--- config.mk ---
export PLATFORM = sky130hd
export DESIGN_NAME = cluster_node_top
export DESIGN_NICKNAME = d
export VERILOG_FILES = /design/src/source/wsn_pkg.sv /design/src/source/cluster_node_top.sv /design/src/source/known_ch.sv /design/src/source/node_info.sv /design/src/source/pkt_apb_regs.sv /design/src/source/pkt_filter.sv /design/src/source/q_table_update.sv
export SDC_FILE = /design/constraint.sdc
export NUM_CORES = 1
export LEC_CHECK = 0
export BUFFER_PORTS_ARGS = -buffer_cell sky130_fd_sc_hd__buf_4
export CAP_MARGIN = 20
export CELL_PAD_IN_SITES_DETAIL_PLACEMENT = 1
export CELL_PAD_IN_SITES_GLOBAL_PLACEMENT = 1
export CORE_MARGIN = 3
export CORE_UTILIZATION = 40
export DETAILED_ROUTE_END_ITERATION = 8
export PLACE_DENSITY = 0.77
export SYNTH_ARGS = -nofsm -noshare
export SYNTH_HDL_FRONTEND = slang
export SYNTH_SLANG_ARGS = --single-unit
--- constraint.sdc ---
create_clock -name clk -period 6.05 [get_ports clk]
set_input_delay 1.21 -clock clk [delete_from_list [all_inputs] [get_ports clk]]
set_output_delay 1.21 -clock clk [all_outputs]
set_load 0.05 [all_outputs]
--- src/source/wsn_pkg.sv ---
package wsn_pkg;

    localparam int NODE_ID_W  = 16;         // node ids and packet values
    localparam int APB_DATA_W = 32;
    localparam int APB_ADDR_W = 8;

    // packet type carried in the cmd register
    typedef enum logic [2:0] {
        PKT_HEARTBEAT   = 3'd0,             // hop distance flood from the sink
        PKT_CHE         = 3'd1,             // cluster head election
        PKT_INVITE      = 3'd2,             // ch invite, hops and q piggybacked
        PKT_MEMBER_REQ  = 3'd3,             // member asks to join a ch
        PKT_CH_TIMESLOT = 3'd4,             // ch hands out timeslots
        PKT_DATA        = 3'd5,
        PKT_SOS         = 3'd6              // data plus low energy warning
    } pkt_type_e;

    // apb byte addresses
    typedef enum logic [7:0] {
        REG_SRC         = 8'h00,
        REG_DEST        = 8'h04,
        REG_VALUE       = 8'h08,
        REG_CMD         = 8'h0C,            // write starts processing
        REG_MY_ID       = 8'h10,
        REG_NODE_STATUS = 8'h14,            // read only
        REG_CH_INFO     = 8'h18,            // read only
        REG_FWD_COUNT   = 8'h1C,            // read only
        REG_CTRL        = 8'h20,            // bit 0 clears recluster
        REG_NBR_BASE    = 8'h40             // neighbor i at base + 4*i
    } reg_addr_e;

endpackage

--- src/source/cluster_node_top.sv ---
`timescale 1ns/10ps

module cluster_node_top #(
    parameter int NBR_DEPTH   = 8,
    parameter int MAX_CH_HOPS = 4
) (
    input  logic                            clk,
    input  logic                            nrst,
    input  logic                            psel,
    input  logic                            penable,
    input  logic                            pwrite,
    input  logic [wsn_pkg::APB_ADDR_W-1:0]  paddr,
    input  logic [wsn_pkg::APB_DATA_W-1:0]  pwdata,
    output logic [wsn_pkg::APB_DATA_W-1:0]  prdata,
    output logic                            pready,
    output logic                            pslverr
);

    logic [wsn_pkg::NODE_ID_W-1:0]  pkt_src;
    logic [wsn_pkg::NODE_ID_W-1:0]  pkt_dest;
    logic [wsn_pkg::NODE_ID_W-1:0]  pkt_value;
    wsn_pkg::pkt_type_e             pkt_type;
    logic                           new_pkt;
    logic                           my_id_wr;
    logic                           clr_recluster;
    logic [wsn_pkg::NODE_ID_W-1:0]  my_id_data;
    logic [wsn_pkg::NODE_ID_W-1:0]  my_id;
    logic                           en_mni;
    logic                           en_kch;
    logic                           en_qtu;
    logic                           i_am_dest;
    logic                           fwd;
    logic [wsn_pkg::NODE_ID_W-1:0]  hops_from_sink;
    logic                           role_ch;
    logic [7:0]                     timeslot;
    logic                           ch_valid;
    logic [wsn_pkg::NODE_ID_W-1:0]  ch_id;
    logic [7:0]                     ch_hops;
    logic [7:0]                     ch_q;
    logic                           recluster;
    logic [$clog2(NBR_DEPTH)-1:0]   nbr_index;
    logic [wsn_pkg::NODE_ID_W:0]    nbr_entry;
    logic [31:0]                    node_status;
    logic [31:0]                    ch_info;

    // status words as seen by the host
    assign node_status = {hops_from_sink, timeslot, 6'b0, recluster, role_ch};
    assign ch_info     = {ch_id[7:0], ch_q, ch_hops, 7'b0, ch_valid};

    pkt_apb_regs #(.NBR_DEPTH(NBR_DEPTH)) u_regs (
        .clk(clk), .nrst(nrst),
        .psel(psel), .penable(penable), .pwrite(pwrite),
        .paddr(paddr), .pwdata(pwdata),
        .prdata(prdata), .pready(pready), .pslverr(pslverr),
        .pkt_src(pkt_src), .pkt_dest(pkt_dest), .pkt_value(pkt_value),
        .pkt_type(pkt_type),
        .new_pkt(new_pkt), .my_id_wr(my_id_wr), .clr_recluster(clr_recluster),
        .my_id_data(my_id_data),
        .fwd(fwd),
        .node_status(node_status), .ch_info(ch_info),
        .nbr_index(nbr_index), .nbr_entry(nbr_entry)
    );

    pkt_filter u_filter (
        .clk(clk), .nrst(nrst),
        .new_pkt(new_pkt), .pkt_type(pkt_type), .pkt_dest(pkt_dest),
        .my_id(my_id), .role_ch(role_ch),
        .en_mni(en_mni), .en_kch(en_kch), .en_qtu(en_qtu),
        .i_am_dest(i_am_dest), .fwd(fwd)
    );

    node_info u_node_info (
        .clk(clk), .nrst(nrst),
        .en_mni(en_mni), .i_am_dest(i_am_dest), .my_id_wr(my_id_wr),
        .my_id_data(my_id_data), .pkt_type(pkt_type),
        .pkt_src(pkt_src), .pkt_value(pkt_value),
        .my_id(my_id), .hops_from_sink(hops_from_sink),
        .role_ch(role_ch), .timeslot(timeslot)
    );

    known_ch #(.MAX_CH_HOPS(MAX_CH_HOPS)) u_known_ch (
        .clk(clk), .nrst(nrst),
        .en_kch(en_kch), .pkt_type(pkt_type),
        .pkt_src(pkt_src), .pkt_value(pkt_value), .my_id(my_id),
        .ch_valid(ch_valid), .ch_id(ch_id), .ch_hops(ch_hops), .ch_q(ch_q)
    );

    q_table_update #(.NBR_DEPTH(NBR_DEPTH)) u_qtu (
        .clk(clk), .nrst(nrst),
        .en_qtu(en_qtu), .pkt_type(pkt_type),
        .pkt_src(pkt_src), .pkt_dest(pkt_dest), .pkt_value(pkt_value),
        .ch_valid(ch_valid), .ch_id(ch_id),
        .clr_recluster(clr_recluster), .nbr_index(nbr_index),
        .nbr_entry(nbr_entry), .recluster(recluster)
    );

endmodule

--- src/source/known_ch.sv ---
`timescale 1ns/10ps

module known_ch #(
    parameter int MAX_CH_HOPS = 4
) (
    input  logic                            clk,
    input  logic                            nrst,
    input  logic                            en_kch,
    input  wsn_pkg::pkt_type_e              pkt_type,
    input  logic [wsn_pkg::NODE_ID_W-1:0]   pkt_src,
    input  logic [wsn_pkg::NODE_ID_W-1:0]   pkt_value,
    input  logic [wsn_pkg::NODE_ID_W-1:0]   my_id,
    output logic                            ch_valid,
    output logic [wsn_pkg::NODE_ID_W-1:0]   ch_id,      // chosen cluster head
    output logic [7:0]                      ch_hops,
    output logic [7:0]                      ch_q
);

    logic [7:0] inv_hops;
    logic [7:0] inv_q;
    logic       accept;

    assign inv_hops = pkt_value[7:0];                   // invite payload split
    assign inv_q    = pkt_value[15:8];
    assign accept   = (int'(inv_hops) <= MAX_CH_HOPS) && (!ch_valid || (inv_q > ch_q));

    always_ff @(posedge clk) begin
        if (!nrst) begin
            ch_valid <= 1'b0;
            ch_id    <= '0;
            ch_hops  <= '0;
            ch_q     <= '0;
        end else if (en_kch) begin
            case (pkt_type)
                wsn_pkg::PKT_CHE: begin
                    if (pkt_src != my_id)
                        ch_valid <= 1'b0;               // new election round
                end
                wsn_pkg::PKT_INVITE: begin
                    if (accept) begin                   // best q within reach wins
                        ch_valid <= 1'b1;
                        ch_id    <= pkt_src;
                        ch_hops  <= inv_hops;
                        ch_q     <= inv_q;
                    end
                end
                default: ;
            endcase
        end
    end

endmodule

--- src/source/node_info.sv ---
`timescale 1ns/10ps

module node_info (
    input  logic                            clk,
    input  logic                            nrst,
    input  logic                            en_mni,
    input  logic                            i_am_dest,
    input  logic                            my_id_wr,
    input  logic [wsn_pkg::NODE_ID_W-1:0]   my_id_data,
    input  wsn_pkg::pkt_type_e              pkt_type,
    input  logic [wsn_pkg::NODE_ID_W-1:0]   pkt_src,
    input  logic [wsn_pkg::NODE_ID_W-1:0]   pkt_value,
    output logic [wsn_pkg::NODE_ID_W-1:0]   my_id,
    output logic [wsn_pkg::NODE_ID_W-1:0]   hops_from_sink,
    output logic                            role_ch,    // 1 = this node is a ch
    output logic [7:0]                      timeslot
);

    logic [wsn_pkg::NODE_ID_W:0] hops_new;              // extra bit so 0xFFFF+1 loses

    assign hops_new = {1'b0, pkt_value} + 1'b1;

    always_ff @(posedge clk) begin
        if (!nrst) begin
            my_id          <= '0;
            hops_from_sink <= '1;                       // unknown distance
            role_ch        <= 1'b0;
            timeslot       <= '0;
        end else begin
            if (my_id_wr)
                my_id <= my_id_data;
            if (en_mni) begin
                case (pkt_type)
                    wsn_pkg::PKT_HEARTBEAT: begin
                        if (hops_new < {1'b0, hops_from_sink})  // keep the shortest path
                            hops_from_sink <= hops_new[wsn_pkg::NODE_ID_W-1:0];
                    end
                    wsn_pkg::PKT_CHE:
                        role_ch <= (pkt_src == my_id);  // elected or demoted
                    wsn_pkg::PKT_CH_TIMESLOT: begin
                        if (i_am_dest)
                            timeslot <= pkt_value[7:0];
                    end
                    default: ;
                endcase
            end
        end
    end

endmodule

--- src/source/pkt_apb_regs.sv ---
`timescale 1ns/10ps

module pkt_apb_regs #(
    parameter int NBR_DEPTH = 8
) (
    input  logic                            clk,
    input  logic                            nrst,
    input  logic                            psel,
    input  logic                            penable,
    input  logic                            pwrite,
    input  logic [wsn_pkg::APB_ADDR_W-1:0]  paddr,
    input  logic [wsn_pkg::APB_DATA_W-1:0]  pwdata,
    output logic [wsn_pkg::APB_DATA_W-1:0]  prdata,
    output logic                            pready,
    output logic                            pslverr,
    output logic [wsn_pkg::NODE_ID_W-1:0]   pkt_src,
    output logic [wsn_pkg::NODE_ID_W-1:0]   pkt_dest,
    output logic [wsn_pkg::NODE_ID_W-1:0]   pkt_value,
    output wsn_pkg::pkt_type_e              pkt_type,
    output logic                            new_pkt,
    output logic                            my_id_wr,
    output logic                            clr_recluster,
    output logic [wsn_pkg::NODE_ID_W-1:0]   my_id_data,
    input  logic                            fwd,
    input  logic [31:0]                     node_status,
    input  logic [31:0]                     ch_info,
    output logic [$clog2(NBR_DEPTH)-1:0]    nbr_index,
    input  logic [wsn_pkg::NODE_ID_W:0]     nbr_entry
);

    localparam int IDX_W   = $clog2(NBR_DEPTH);
    localparam int NBR_END = int'(wsn_pkg::REG_NBR_BASE) + 4 * NBR_DEPTH;

    logic                               access;         // apb access phase
    logic                               wr_en;          // legal write this edge
    logic                               addr_ok;
    logic                               read_only;
    logic                               nbr_hit;
    logic                               cmd_wr;         // cmd write seen, one edge back
    logic [wsn_pkg::NODE_ID_W-1:0]      fwd_count;
    logic [wsn_pkg::APB_DATA_W-1:0]     rd_data;

    assign access    = psel & penable;
    assign wr_en     = access & pwrite & addr_ok & ~read_only;
    assign pready    = 1'b1;                            // zero wait states
    assign pslverr   = access & (~addr_ok | (pwrite & read_only));
    assign prdata    = (access && !pwrite) ? rd_data : '0;
    assign nbr_index = paddr[IDX_W+1:2];                // word index into the table
    assign nbr_hit   = (paddr >= wsn_pkg::REG_NBR_BASE) && (int'(paddr) < NBR_END) &&
                       (paddr[1:0] == 2'b00);
    assign clr_recluster = wr_en && (paddr == wsn_pkg::REG_CTRL) && pwdata[0];

    // address decode and read mux
    always_comb begin
        addr_ok   = 1'b1;
        read_only = 1'b0;
        rd_data   = '0;
        case (paddr)
            wsn_pkg::REG_SRC:         rd_data[wsn_pkg::NODE_ID_W-1:0] = pkt_src;
            wsn_pkg::REG_DEST:        rd_data[wsn_pkg::NODE_ID_W-1:0] = pkt_dest;
            wsn_pkg::REG_VALUE:       rd_data[wsn_pkg::NODE_ID_W-1:0] = pkt_value;
            wsn_pkg::REG_CMD:         rd_data[2:0] = pkt_type;
            wsn_pkg::REG_MY_ID:       rd_data[wsn_pkg::NODE_ID_W-1:0] = my_id_data;
            wsn_pkg::REG_CTRL:        rd_data = '0;     // write-only pulse, reads 0
            wsn_pkg::REG_NODE_STATUS: begin
                rd_data   = node_status;
                read_only = 1'b1;
            end
            wsn_pkg::REG_CH_INFO: begin
                rd_data   = ch_info;
                read_only = 1'b1;
            end
            wsn_pkg::REG_FWD_COUNT: begin
                rd_data[wsn_pkg::NODE_ID_W-1:0] = fwd_count;
                read_only = 1'b1;
            end
            default: begin
                if (nbr_hit) begin                      // neighbor window
                    rd_data[wsn_pkg::NODE_ID_W:0] = nbr_entry;
                    read_only = 1'b1;
                end else begin
                    addr_ok = 1'b0;                     // hole in the map
                end
            end
        endcase
    end

    // packet field registers, held until rewritten
    always_ff @(posedge clk) begin
        if (wr_en) begin
            case (paddr)
                wsn_pkg::REG_SRC:   pkt_src   <= pwdata[wsn_pkg::NODE_ID_W-1:0];
                wsn_pkg::REG_DEST:  pkt_dest  <= pwdata[wsn_pkg::NODE_ID_W-1:0];
                wsn_pkg::REG_VALUE: pkt_value <= pwdata[wsn_pkg::NODE_ID_W-1:0];
                wsn_pkg::REG_CMD:   pkt_type  <= wsn_pkg::pkt_type_e'(pwdata[2:0]);
                default: ;
            endcase
        end
    end

    // control pulses, own id and forward counter
    always_ff @(posedge clk) begin
        if (!nrst) begin
            cmd_wr     <= 1'b0;
            new_pkt    <= 1'b0;
            my_id_wr   <= 1'b0;
            my_id_data <= '0;
            fwd_count  <= '0;
        end else begin
            cmd_wr   <= wr_en && (paddr == wsn_pkg::REG_CMD);
            new_pkt  <= cmd_wr;                         // one cycle, edge after access
            my_id_wr <= wr_en && (paddr == wsn_pkg::REG_MY_ID);
            if (wr_en && (paddr == wsn_pkg::REG_MY_ID))
                my_id_data <= pwdata[wsn_pkg::NODE_ID_W-1:0];
            if (fwd)
                fwd_count <= fwd_count + 1'b1;          // wraps at 16 bits
        end
    end

endmodule

--- src/source/pkt_filter.sv ---
`timescale 1ns/10ps

module pkt_filter (
    input  logic                            clk,
    input  logic                            nrst,
    input  logic                            new_pkt,
    input  wsn_pkg::pkt_type_e              pkt_type,
    input  logic [wsn_pkg::NODE_ID_W-1:0]   pkt_dest,
    input  logic [wsn_pkg::NODE_ID_W-1:0]   my_id,
    input  logic                            role_ch,
    output logic                            en_mni,     // node_info enable
    output logic                            en_kch,     // known_ch enable
    output logic                            en_qtu,     // q table enable
    output logic                            i_am_dest,
    output logic                            fwd         // node must forward
);

    logic dest_match;
    logic mni_d;
    logic kch_d;
    logic qtu_d;
    logic fwd_d;

    assign dest_match = (pkt_dest == my_id);

    // type decode, only meaningful with new_pkt
    always_comb begin
        mni_d = 1'b0;
        kch_d = 1'b0;
        qtu_d = 1'b0;
        fwd_d = 1'b0;
        case (pkt_type)
            wsn_pkg::PKT_HEARTBEAT: begin
                mni_d = 1'b1;
                fwd_d = 1'b1;                           // ripple toward the edge
            end
            wsn_pkg::PKT_CHE: begin
                mni_d = 1'b1;
                kch_d = 1'b1;
            end
            wsn_pkg::PKT_INVITE: begin
                kch_d = 1'b1;
                fwd_d = 1'b1;                           // pass invite to one-hop nbrs
            end
            wsn_pkg::PKT_MEMBER_REQ: qtu_d = 1'b1;
            wsn_pkg::PKT_CH_TIMESLOT: begin
                mni_d = 1'b1;
                fwd_d = role_ch;                        // only a ch sends timeslots on
            end
            wsn_pkg::PKT_DATA,
            wsn_pkg::PKT_SOS: begin
                qtu_d = 1'b1;
                fwd_d = dest_match;                     // relay only if addressed to us
            end
            default: ;                                  // code 7 unused
        endcase
    end

    // all outputs are single-cycle pulses
    always_ff @(posedge clk) begin
        if (!nrst) begin
            en_mni    <= 1'b0;
            en_kch    <= 1'b0;
            en_qtu    <= 1'b0;
            i_am_dest <= 1'b0;
            fwd       <= 1'b0;
        end else begin
            en_mni    <= new_pkt & mni_d;
            en_kch    <= new_pkt & kch_d;
            en_qtu    <= new_pkt & qtu_d;
            i_am_dest <= new_pkt & dest_match;
            fwd       <= new_pkt & fwd_d;
        end
    end

endmodule

--- src/source/q_table_update.sv ---
`timescale 1ns/10ps

module q_table_update #(
    parameter int NBR_DEPTH = 8
) (
    input  logic                            clk,
    input  logic                            nrst,
    input  logic                            en_qtu,
    input  wsn_pkg::pkt_type_e              pkt_type,
    input  logic [wsn_pkg::NODE_ID_W-1:0]   pkt_src,
    input  logic [wsn_pkg::NODE_ID_W-1:0]   pkt_dest,
    input  logic [wsn_pkg::NODE_ID_W-1:0]   pkt_value,
    input  logic                            ch_valid,
    input  logic [wsn_pkg::NODE_ID_W-1:0]   ch_id,
    input  logic                            clr_recluster,
    input  logic [$clog2(NBR_DEPTH)-1:0]    nbr_index,
    output logic [wsn_pkg::NODE_ID_W:0]     nbr_entry,  // {valid, q}
    output logic                            recluster
);

    localparam int IDX_W = $clog2(NBR_DEPTH);

    logic [wsn_pkg::NODE_ID_W-1:0]  nbr_q [NBR_DEPTH];
    logic [NBR_DEPTH-1:0]           nbr_valid;
    logic [IDX_W-1:0]               wr_idx;
    logic                           wr_en;
    logic                           join_req;           // member req to our ch

    assign wr_idx   = pkt_src[IDX_W-1:0];               // src modulo depth
    assign join_req = (pkt_type == wsn_pkg::PKT_MEMBER_REQ) && ch_valid && (pkt_dest == ch_id);
    assign wr_en    = en_qtu && (join_req ||
                      (((pkt_type == wsn_pkg::PKT_DATA) || (pkt_type == wsn_pkg::PKT_SOS)) &&
                       nbr_valid[wr_idx]));             // data only refreshes known nbrs

    // invalid entries read as zero
    assign nbr_entry = nbr_valid[nbr_index] ? {1'b1, nbr_q[nbr_index]} : '0;

    always_ff @(posedge clk) begin
        if (wr_en)
            nbr_q[wr_idx] <= pkt_value;
    end

    always_ff @(posedge clk) begin
        if (!nrst) begin
            nbr_valid <= '0;
            recluster <= 1'b0;
        end else begin
            if (wr_en)
                nbr_valid[wr_idx] <= 1'b1;
            if (en_qtu && (pkt_type == wsn_pkg::PKT_SOS))
                recluster <= 1'b1;                      // sticky until host clears
            else if (clr_recluster)
                recluster <= 1'b0;
        end
    end

endmodule

==> flow_summary.json <==
{
  "outcome": "completed",
  "required_ns": 4.84,
  "vias": 9903,
  "post_cts_buffers": 0,
  "slowest_delay_ns": 0.68,
  "grtUsageTotal_pct": 22.5,
  "die_w_um": 193,
  "drt-total-wl_um": 43100,
  "fmax_mhz": 200,
  "area_growth_pct": 14.0,
  "fin_tns_setup_ns": 0,
  "cts_buffers": 35,
  "fin_crit_sh_pct": 82.8,
  "placed_area_um2": 14900,
  "die_y_um": 193,
  "power_density_nw_per_um2": 272,
  "synthTopCellsByArea": "edfxtp_1 (38%), dfxtp_1 (18%), mux2i_1 (6.8%), mux4_2 (5.4%), nor2_1 (3.4%)",
  "die-area_um2": 37400,
  "cp_max_fo": 11,
  "ys.warnings.count": 0,
  "clock_latency_ns": 0.53,
  "worst-setup-path-type": "input pin to primary output",
  "cts_hold_buf": 0,
  "htree_levels": 2,
  "synth_seq_area_share_pct": 55.8,
  "syn_inst": 1168,
  "crit_slowest_cell": "nor2_1",
  "worstMarginPinSlew_ns": 1.01,
  "synth_edf_count": 179,
  "drc": 0,
  "synth_area_leader_cell": "edfxtp_1",
  "fillers": 3635,
  "cp-endpoint": "prdata[25]",
  "crit_chain": "buf_4 > nor4_2 > nand2_1 > nor2_1 > buf_4 > a22oi_1 > nor2_1 > buf_4",
  "grt_pass1_wl_um": 64200,
  "fin_nets": 1289,
  "crit_family": "simple AND/OR/NAND/NOR gates",
  "synth-main-ff-cell": "edfxtp_1",
  "final_cell_area_um2": 16000,
  "synth_area_um2": 14100,
  "start_kind": "input pin",
  "critical_path.most_common_cell": "buf_4",
  "relSlewSlack_pct": 32.1,
  "grt_remaining_overflow": 0,
  "wl_per_cell_um": 25.4,
  "cts_resized": 0,
  "port_buffers": 61,
  "grt_setup_unrepaired": "no",
  "floorplan.initialDensity_pct": 40.6,
  "syn_nets": 1239,
  "finalSetupViolations": 0,
  "firstDrtPassIters": 5,
  "synthDistinctLibCells": 67,
  "drive_gt1_share_pct": 17.7,
  "hold_violations": 0,
  "cts.sinks": 302,
  "clk_pin_slew_ns": 0.06,
  "antenna_found_initial": 0,
  "viasPerCell": 5.83,
  "rows": 68,
  "cts_tree": "done",
  "cap_violations": 0,
  "finClkSkew_ns": 0.0184,
  "cp.depth": 8,
  "hold_path.class": "flop to flop",
  "grt_pass1_vias": 10200,
  "fin_util_pct": 46.3,
  "hold_start": "u_known_ch.ch_hops[2]",
  "drt_iter0_markers": 963,
  "critPathCaptureType": "primary output",
  "worstRegToRegCells": 10,
  "syn_area_per_cell_um2": 12.0,
  "reg2reg_to": "u_node_info.hops_from_sink[9]",
  "grt_max_degree": 77,
  "ios": 79,
  "fin_ws_ns": 1.04,
  "critPathLaunch": "paddr[1]",
  "ant_nets": 0,
  "synth_top_area_share_pct": 38.2,
  "whs_ns": 0.465,
  "ir_worst_vdd_v": 0.000257,
  "finalMaxSlewViolations": 0,
  "path_buf_inv": 3,
  "p_leak_nw": 5.64,
  "clockBufferDepth": 3,
  "r2r_start": "u_regs.pkt_value[5]",
  "core_area_um2": 34600,
  "dp_hpwl_um": 29100,
  "cts_root_buf": "clkbuf_16",
  "arrival_ns": 3.80,
  "pre_cts_ws_ns": 1.10,
  "period_minus_slack_ns": 5.01,
  "antenna_cells": 0,
  "synthArstFlopShare_pct": 0,
  "place_congestion": 0.931,
  "ys_ff_latch": 302,
  "rrSetupSlack_ns": 1.42
}
==> Yosys cell counts, drive strengths merged (6+ instances only) <==
master / count
nor2: 127
buf: 35
a221oi: 7
a22o: 11
edfxtp: 179
nor4: 15
ha: 26
xnor2: 26
mux2: 29
or2: 6
a21oi: 27
o21ai: 21
nor3b: 8
nand2b: 9
dfxtp: 123
nand2: 112
mux2i: 96
a22oi: 16
inv: 31
nand3: 22
nor3: 13
a31oi: 8
xor2: 48
clkbuf: 37
nand4: 21
nor2b: 10
mux4: 34
a211oi: 10
==> kinds of logic (layout without fill, tap and decap cells) <==
family                   after synthesis  after routing  share of synthesized area, %
multiplexers                         159            159                          14.6
AND/OR/NAND/NOR                      370            370                          12.6
flip-flops                           302            302                          55.8
AO/OA/AOI/OAI                        132            132                          6.63
buffers and inverters                104            181                          3.50
XOR/XNOR                              74             74                          4.61
adder cells (fa/ha/maj)               26             26                          2.31
other                                  1              1                        0.0267
==> where the power goes <==
| part | switching (mW) | internal, mW |
|---|---|---|
| clock | 0.857 | 1.19 |
| sequential | 0.0000949 | 2.16 |
| combinational | 0.0955 | 0.0538 |
==> metrics by stage <==
stage	std cells	power [mW]
floorplan	1168	2.30
global placement	1635	2.35
detailed placement	1635	2.35
CTS	1699	4.39
global route	1700	4.48
finish	1700	4.35
==> metal layers <==
metal	vias up	share of wire (%)	global-route usage, %
li1	4370	-	-
met1	5075	42	30.2
met2	383	48	37.2
met3	75	7.8	4.46
met4	0	2.6	6.78
met5	-	0	0
==> registers in the layout, summed over array words and instances (netlist names), 3 cells and up <==
signal and flops:
u_known_ch.ch_q 8, u_regs.pkt_value 16, u_known_ch.ch_hops 8, u_qtu.nbr_q 128
u_node_info.hops_from_sink 16, u_regs.fwd_count 16, u_qtu.nbr_valid 8, u_regs.pkt_src 16
u_known_ch.ch_id 16, u_node_info.timeslot 8, u_regs.pkt_dest 16, u_node_info.my_id 16
u_regs.my_id_data 16, u_regs.pkt_type 3
==> area by class of cell <==
| class | instances | area, um^2 | area share, % |
|---|---|---|---|
| sequential | 302 | 7840 | 48.9 |
| multi-input combinational | 762 | 5740 | 35.8 |
| clock buffer | 47 | 941 | 5.87 |
| timing repair buffer | 85 | 658 | 4.11 |
| tap | 455 | 569 | 3.55 |
| clock inverter | 17 | 156 | 0.976 |
| inverter | 32 | 120 | 0.750 |
==> how the worst min path moves through the flow <==
stage,endpoint,slack (ns),cells after the start
final,u_known_ch.ch_hops[2],0.46,2
after global routing,u_known_ch.ch_hops[1],0.48,2
after CTS,u_known_ch.ch_hops[1],0.47,2
after detailed placement,u_known_ch.ch_hops[2],0.46,2
after global placement,u_regs.new_pkt,0.42,1
after floorplan,u_regs.new_pkt,0.41,1
==> layout by cell type, fill, tap and decap left out, types with 7 or more instances in the layout <==
cell	count
edfxtp_1	179
nor2_1	126
dfxtp_1	123
nand2_1	112
mux2i_1	96
buf_4	84
xor2_1	48
clkbuf_16	35
mux4_2	34
inv_1	31
mux2_2	27
a21oi_1	27
xnor2_1	26
ha_1	26
nand3_1	22
o21ai_0	21
nand4_1	20
a22oi_1	16
nor4_1	13
a22o_1	11
nor2b_1	10
a211oi_1	10
clkbuf_1	10
nand2b_1	9
nor3_1	8
a31oi_1	8
nor3b_1	8
a221oi_1	7
==> tightest hold or removal path, stage by stage, from the launching register on <==
cell and delay [ns]:
dfxtp_1 0.31, nand2_1 0.05, mux2i_1 0.05
Note: power is estimated with default switching activity, not from simulation.
